## src/weightedBus_defines.svh

```systemverilog
`ifndef WEIGHTED_BUS_DEFINES_SVH
`define WEIGHTED_BUS_DEFINES_SVH

// bus geometry
`define NUM_MASTERS 4
`define NUM_TARGETS 4
`define ADDR_W      20
`define DATA_W      16
`define COUNT_W     9

// transfers per window for each master, index 0 highest priority
`define QUOTA_M0 105
`define QUOTA_M1 105
`define QUOTA_M2 96
`define QUOTA_M3 30

// completed transfers before every count clears
`define WINDOW_XFERS 501

// inclusive target windows
`define TARGET0_LO 20'hf8ddc
`define TARGET0_HI 20'hf8edc
`define TARGET1_LO 20'hf7015
`define TARGET1_HI 20'hf7085
`define TARGET2_LO 20'hf58ce
`define TARGET2_HI 20'hf58df
`define TARGET3_LO 20'hf3ca5
`define TARGET3_HI 20'hf3d61

`endif

```

## src/weightedBusPkg.sv

```systemverilog
`include "weightedBus_defines.svh"

package weightedBusPkg;

  // one bit per master: need, grant, unsat
  typedef logic [`NUM_MASTERS-1:0] masterVecT;

  // one bit per target
  typedef logic [`NUM_TARGETS-1:0] targetVecT;

  // bus address
  typedef logic [`ADDR_W-1:0] addrT;

  // data word, both directions
  typedef logic [`DATA_W-1:0] dataT;

  // transfer counts, wide enough for a full window
  typedef logic [`COUNT_W-1:0] countT;

endpackage

```

## src/xferIf.sv

```systemverilog
`timescale 1ns/1ns

// the transfer currently granted, from arbiter to router
interface xferIf;

  weightedBusPkg::masterVecT grant;    // one-hot owner, zero when idle
  weightedBusPkg::addrT      busAddr;  // owner's address
  weightedBusPkg::dataT      busWdata; // owner's write data
  logic                      xferDone; // single-cycle end of transfer

  modport arbiter (
    output grant,
    output busAddr,
    output busWdata,
    input  xferDone
  );

  modport router (
    input  grant,
    input  busAddr,
    input  busWdata,
    output xferDone
  );

endinterface

```

## src/quotaTracker.sv

```systemverilog
`timescale 1ns/1ns
`include "weightedBus_defines.svh"

module quotaTracker (
  input  logic                      sysClk,
  input  logic                      rstN,
  input  weightedBusPkg::masterVecT grant,
  input  logic                      xferDone,
  output weightedBusPkg::masterVecT unsat,
  output logic                      windowClear
);

  localparam weightedBusPkg::countT quotaTab [`NUM_MASTERS] = '{
    `QUOTA_M0,
    `QUOTA_M1,
    `QUOTA_M2,
    `QUOTA_M3
  };
  localparam weightedBusPkg::countT windowLen = `WINDOW_XFERS;
  localparam weightedBusPkg::countT countOne = 1;

  weightedBusPkg::countT xferCount [`NUM_MASTERS]; // per master, this window
  weightedBusPkg::countT totalCount;               // all masters, this window

  assign windowClear = (totalCount == windowLen);

  // below quota means still owed transfers this window
  always_comb begin
    for (int i = 0; i < `NUM_MASTERS; i++) begin
      unsat[i] = (xferCount[i] < quotaTab[i]);
    end
  end

  always_ff @(posedge sysClk or negedge rstN) begin
    if (!rstN) begin
      totalCount <= '0;
      for (int i = 0; i < `NUM_MASTERS; i++) begin
        xferCount[i] <= '0;
      end
    end else if (windowClear) begin
      // new window, every master starts over
      totalCount <= '0;
      for (int i = 0; i < `NUM_MASTERS; i++) begin
        xferCount[i] <= '0;
      end
    end else if (xferDone) begin
      totalCount <= totalCount + countOne;
      for (int i = 0; i < `NUM_MASTERS; i++) begin
        if (grant[i]) begin
          xferCount[i] <= xferCount[i] + countOne; // owner of the ending transfer
        end
      end
    end
  end

endmodule

```

## src/grantSelector.sv

```systemverilog
`timescale 1ns/1ns
`include "weightedBus_defines.svh"

module grantSelector (
  input  logic                      sysClk,
  input  logic                      rstN,
  input  weightedBusPkg::masterVecT need,
  input  weightedBusPkg::addrT      mAddr [`NUM_MASTERS],
  input  weightedBusPkg::dataT      mWdata [`NUM_MASTERS],
  input  weightedBusPkg::masterVecT unsat,
  input  logic                      windowClear,
  xferIf.arbiter                    bus
);

  weightedBusPkg::masterVecT grantQ;
  weightedBusPkg::masterVecT nextGrant;
  logic                      idle;

  // lowest index wins, masters still under quota go first
  function automatic weightedBusPkg::masterVecT pickGrant(
    input weightedBusPkg::masterVecT req,
    input weightedBusPkg::masterVecT owed
  );
    weightedBusPkg::masterVecT pref;
    weightedBusPkg::masterVecT pick;
    pref = req & owed;
    pick = '0;
    if (pref != '0) begin
      pick = pref & (~pref + 1'b1); // isolate lowest set bit
    end else begin
      pick = req & (~req + 1'b1);   // everyone satisfied, plain priority
    end
    return pick;
  endfunction

  assign idle      = (grantQ == '0);
  assign nextGrant = pickGrant(need, unsat);
  assign bus.grant = grantQ;

  always_ff @(posedge sysClk or negedge rstN) begin
    if (!rstN) begin
      grantQ <= '0;
    end else if (bus.xferDone) begin
      grantQ <= '0;
    end else if (idle && !windowClear) begin
      grantQ <= nextGrant; // stays zero if nobody asks
    end
  end

  // route the owner's address and data onto the bus
  always_comb begin
    bus.busAddr  = '0;
    bus.busWdata = '0;
    for (int i = 0; i < `NUM_MASTERS; i++) begin
      if (grantQ[i]) begin
        bus.busAddr  = mAddr[i];
        bus.busWdata = mWdata[i];
      end
    end
  end

endmodule

```

## src/targetRouter.sv

```systemverilog
`timescale 1ns/1ns
`include "weightedBus_defines.svh"

module targetRouter (
  input  logic                      sysClk,
  input  logic                      rstN,
  xferIf.router                     bus,
  output weightedBusPkg::targetVecT tarActive,
  output weightedBusPkg::addrT      tarAdr,
  output weightedBusPkg::dataT      tarWdata,
  input  weightedBusPkg::dataT      tarRdata [`NUM_TARGETS],
  input  weightedBusPkg::targetVecT tarLast,
  output weightedBusPkg::dataT      mRdata
);

  localparam weightedBusPkg::addrT loLim [`NUM_TARGETS] = '{
    `TARGET0_LO,
    `TARGET1_LO,
    `TARGET2_LO,
    `TARGET3_LO
  };
  localparam weightedBusPkg::addrT hiLim [`NUM_TARGETS] = '{
    `TARGET0_HI,
    `TARGET1_HI,
    `TARGET2_HI,
    `TARGET3_HI
  };

  weightedBusPkg::targetVecT hit;     // decode of the granted address
  weightedBusPkg::dataT      rdSel;   // read data of the active target
  logic                      missPend; // launched transfer hit no window
  logic                      inFlight;
  logic                      launch;
  logic                      hitDone;

  always_comb begin
    for (int t = 0; t < `NUM_TARGETS; t++) begin
      hit[t] = (bus.busAddr >= loLim[t]) && (bus.busAddr <= hiLim[t]);
    end
  end

  always_comb begin
    rdSel = '0;
    for (int t = 0; t < `NUM_TARGETS; t++) begin
      if (tarActive[t]) begin
        rdSel = tarRdata[t];
      end
    end
  end

  assign inFlight     = (tarActive != '0) || missPend;
  assign launch       = (bus.grant != '0) && !inFlight; // first cycle of a grant
  assign hitDone      = ((tarActive & tarLast) != '0);  // only the active target ends it
  assign bus.xferDone = hitDone || missPend;

  always_ff @(posedge sysClk or negedge rstN) begin
    if (!rstN) begin
      tarActive <= '0;
      missPend  <= 1'b0;
      mRdata    <= '0;
    end else if (bus.xferDone) begin
      tarActive <= '0;
      missPend  <= 1'b0;
      mRdata    <= missPend ? '0 : rdSel; // a miss reads as zero
    end else if (launch) begin
      tarActive <= hit;
      missPend  <= (hit == '0);
    end
  end

  // address and write data held for the whole transfer
  always_ff @(posedge sysClk) begin
    if (launch) begin
      tarAdr   <= bus.busAddr;
      tarWdata <= bus.busWdata;
    end
  end

endmodule

```

## src/weightedBus.sv

```systemverilog
`timescale 1ns/1ns
`include "weightedBus_defines.svh"

module weightedBus (
  input  logic                      sysClk,
  input  logic                      rstN,
  // masters
  input  weightedBusPkg::masterVecT need,
  output weightedBusPkg::masterVecT grant,
  input  weightedBusPkg::addrT      mAddr [`NUM_MASTERS],
  input  weightedBusPkg::dataT      mWdata [`NUM_MASTERS],
  output weightedBusPkg::dataT      mRdata, // valid for the master just released
  // targets
  output weightedBusPkg::targetVecT tarActive,
  output weightedBusPkg::addrT      tarAdr,
  output weightedBusPkg::dataT      tarWdata,
  input  weightedBusPkg::dataT      tarRdata [`NUM_TARGETS],
  input  weightedBusPkg::targetVecT tarLast
);

  weightedBusPkg::masterVecT unsat;
  logic                      windowClear;

  xferIf bus ();

  assign grant = bus.grant;

  quotaTracker i_quotaTracker (
    .sysClk      (sysClk),
    .rstN        (rstN),
    .grant       (bus.grant),
    .xferDone    (bus.xferDone),
    .unsat       (unsat),
    .windowClear (windowClear)
  );

  grantSelector i_grantSelector (
    .sysClk      (sysClk),
    .rstN        (rstN),
    .need        (need),
    .mAddr       (mAddr),
    .mWdata      (mWdata),
    .unsat       (unsat),
    .windowClear (windowClear),
    .bus         (bus.arbiter)
  );

  targetRouter i_targetRouter (
    .sysClk    (sysClk),
    .rstN      (rstN),
    .bus       (bus.router),
    .tarActive (tarActive),
    .tarAdr    (tarAdr),
    .tarWdata  (tarWdata),
    .tarRdata  (tarRdata),
    .tarLast   (tarLast),
    .mRdata    (mRdata)
  );

endmodule

```

## config.mk

```make
export PLATFORM = sky130hd
export DESIGN_NAME = weightedBus
export DESIGN_NICKNAME = d
export VERILOG_FILES = /design/src/weightedBusPkg.sv /design/src/xferIf.sv /design/src/quotaTracker.sv /design/src/grantSelector.sv /design/src/targetRouter.sv /design/src/weightedBus.sv
export VERILOG_INCLUDE_DIRS = /design/src
export SDC_FILE = /design/constraint.sdc
export NUM_CORES = 1
export LEC_CHECK = 0
export BUFFER_PORTS_ARGS = -buffer_cell sky130_fd_sc_hd__buf_4
export CAP_MARGIN = 10
export CORE_ASPECT_RATIO = 1.25
export CORE_MARGIN = 2
export CORE_UTILIZATION = 49
export CTS_BUF_LIST = sky130_fd_sc_hd__clkbuf_2
export DETAILED_ROUTE_END_ITERATION = 7
export GPL_TIMING_DRIVEN = 0
export PLACE_DENSITY = 0.83
export REMOVE_ABC_BUFFERS = 1
export SLEW_MARGIN = 20
export SYNTH_ARGS = -nofsm -noshare
export SYNTH_HDL_FRONTEND = slang
export SYNTH_SLANG_ARGS = --single-unit
export TNS_END_PERCENT = 50
```

## constraint.sdc

```tcl
create_clock -name sysClk -period 5.07 [get_ports sysClk]
set_clock_uncertainty 0.1 [all_clocks]
set_input_delay 0.2535 -clock sysClk [delete_from_list [all_inputs] [get_ports sysClk]]
set_output_delay 0.2535 -clock sysClk [all_outputs]
set_load 0.01 [all_outputs]
```

==> metrics.cfg <==
[status]
outcome = complete, but fails checks
violations = design-rule violations

[route]
wl_per_cell_um = 18.1
dr.pass1.iters = 7
drt-total-wl_um = 21600
drc_errors = 2
viasPerCell = 5.80
ant_nets = 0
drtIter0Drc = 549
route.vias.total = 6942

[power]
clkPwrFrac_pct = 9.7
ir_worst_vdd_mv = 0.312
p_per_area_nw_per_um2 = 424
p_sw_share_pct = 41.0
cellLeakagePower_nw = 4.17
p_switching_mw = 1.61
p_comb_share_pct = 52.9
intPower_mw = 2.31
p_seq_share_pct = 37.3
power_mw = 3.92

[finish]
register_area_um2 = 2840
multi_input_area_um2 = 3020
final_cell_mix = buf_4 (283), nor2_1 (117), dlygate4sd3_1 (89)
design_area_um2 = 9250
final_common_cell = buf_4
final_layout_size_suffix_gt1_share_pct = 30.9
num-fill-cells = 801
num-nets-final = 1251
area_growth_pct = 52.5

[timing]
fin_crit_ps = 3880
grt_setup_unrepaired = false
period_share_pct = 76.5
clock.fmax_mhz = 258
slew_violations = 0
tns_ps = 0
slew_headroom_pct = 38.3
setup_viol = 0
hold_viol_final = 0
worstMarginPinSlew_ps = 924
fin_hold_ws_ps = 27.1

[global_route]
gr-usage-all-layers_pct = 32.8
antenna_found_initial = 1
grt_max_degree = 71
grt_overflow_total = 0
grt_pass1_wl_um = 34800
grt_pass1_vias = 6822

[placed_design]
io_buffer_count = 277
gp_congestion = 0.912
placed_area_um2 = 8260
dp_hpwl_um = 14300

[clock_network]
numCtsBuffers = 9
cts_setup_buffers = 0
htreeDepth = 3
insertion_delay_ps = 600
cts_hold_buffers = 89
cts_sinks = 106
clock_path_buffers = 2
cts_resized = 0
cts_tree = built
cts_root_buf = clkbuf_2
clk_pin_slew_ps = 250

[critical_path]
r2r_slack_ps = 1190
worstRegToRegCells = 7
required_ps = 5530
startpoint_type = flop
rr_startpoint = i_grantSelector.bus.grant[2]
critPathMaxFanout = 40
cp_data_arrival_time_ps = 4340
endpoint_kind = flop
crit_type = flop to flop
r2r-end = i_targetRouter.tarActive[0]

[min_path]
holdPathStages = 3
min_to = i_targetRouter.tarAdr[12]
worst_hold_path_type = input port to flop
hp-start = mAddr[32]

[synth]
ys_ff_latch = 106
synth.distinct_cells = 60
synth_ff_type = dfrtp_1
ys.warnings.count = 0
syn-cell-area_um2 = 6070
synth-async-reset-ratio_pct = 66.0
ys_seq_area_share_pct = 46.7
synth_cells = 687
syn_avg_cell_area_um2 = 8.83
synth-edff-count = 36

[floorplanning]
core_area_um2 = 12100
die_w_um = 104
die_height_um = 128
dieArea_um2 = 13300
rows = 45
start_util_pct = 50.1
io_pins = 278

[run]
maxCapViolCount = 0

[stage by stage]
step,setup WS (ps),std cells,utilization (%)
finish,1190,1196,76.4
global route,948,1196,76.4
CTS,870,1195,76.4
floorplan,-134,640,-
detailed placement,979,1091,68.2
global placement,-2060,1081,67.4
[cell usage after synthesis, types with 6 or more instances]
cell type	n	area (µm²)
nor2_1	117	439
nand4_1	15	93.8
or3_1	11	68.8
clkbuf_1	30	113
ha_1	6	75.1
inv_1	6	22.5
dfrtp_1	70	1750
xnor2_1	7	61.3
nand2_1	74	278
a21oi_1	64	320
o22ai_1	16	100
nand3_1	13	65.1
o21ai_0	46	230
and3_1	8	50.1
buf_2	9	45.0
a22oi_1	32	240
xor2_1	24	210
a221oi_1	13	114
edfxtp_1	36	1080
nor3_1	7	35.0
buf_1	6	22.5
[worst max-delay path by stage]
stage / start / cells past startpoint / slack, ps / to
2_1_floorplan: i_grantSelector.bus.grant[2] / 5 / -130 / i_targetRouter.missPend
3_3_place_gp: i_grantSelector.bus.grant[2] / 5 / -2060 / i_targetRouter.missPend
3_5_place_dp: i_grantSelector.bus.grant[3] / 8 / 980 / i_targetRouter.tarActive[3]
4_1_cts: i_grantSelector.bus.grant[3] / 8 / 870 / i_targetRouter.tarActive[1]
5_1_grt: i_grantSelector.bus.grant[2] / 8 / 950 / i_targetRouter.missPend
6_report: i_grantSelector.bus.grant[2] / 7 / 1190 / i_targetRouter.tarActive[0]
[metal layers]
| metal | vias up | wire length, µm | GRT usage (%) | share of wire, % |
|---|---|---|---|---|
| met3 | 87 | 2020 | 8.76 | 9.4 |
| met2 | 403 | 10600 | 56.3 | 49 |
| met1 | 3253 | 8010 | 38.4 | 37 |
| met5 | - | 0 | 0 | 0 |
| li1 | 3199 | - | - | - |
| met4 | 0 | 938 | 16.1 | 4.3 |
[power by group through the flow]
stage | Combinational, mW | Sequential [mW] | Clock, mW
5_1_grt | 2.23 | 1.50 | 0.413
4_1_cts | 2.01 | 1.46 | 0.389
3_5_place_dp | 1.79 | 1.47 | 0
6_report | 2.07 | 1.46 | 0.382
2_1_floorplan | 0.926 | 1.54 | 0
3_3_place_gp | 1.67 | 1.50 | 0
[worst max-delay path: stages (launching register included)]
cell,delay (ps)
dfrtp_2,920
or2_1,790
a221oi_2,110
nor3_2,520
nand2_1,200
o22a_1,230
a2111oi_0,730
a22o_1,220
[flip-flops by register name, summed over array words and instances, names as in the netlist]
register                   count
i_grantSelector.bus.grant      4
i_quotaTracker.totalCount      9
i_quotaTracker.xferCount      36
i_targetRouter.mRdata         16
i_targetRouter.missPend        1
i_targetRouter.tarActive       4
i_targetRouter.tarAdr         20
i_targetRouter.tarWdata       16
[cells by family after synthesis]
| kind of cell | after synthesis | synth area share [%] |
|---|---|---|
| compound gates | 213 | 22.8 |
| xor+xnor | 31 | 4.47 |
| buf+inv | 54 | 3.71 |
| flops | 106 | 46.7 |
| simple gates | 272 | 20.3 |
| mux | 5 | 0.825 |
| fa+ha+maj | 6 | 1.24 |
[area by class of cell]
cell class,count,area share [%]
Timing Repair Buffer,376,33.0
Antenna cell,1,0.0270
Clock buffer,11,0.595
Tap cell,164,2.22
Clock inverter,4,0.473
Sequential cell,106,30.7
Inverter,7,0.284
Multi-Input combinational cell,527,32.7
Power figures use the tool's default switching activity.
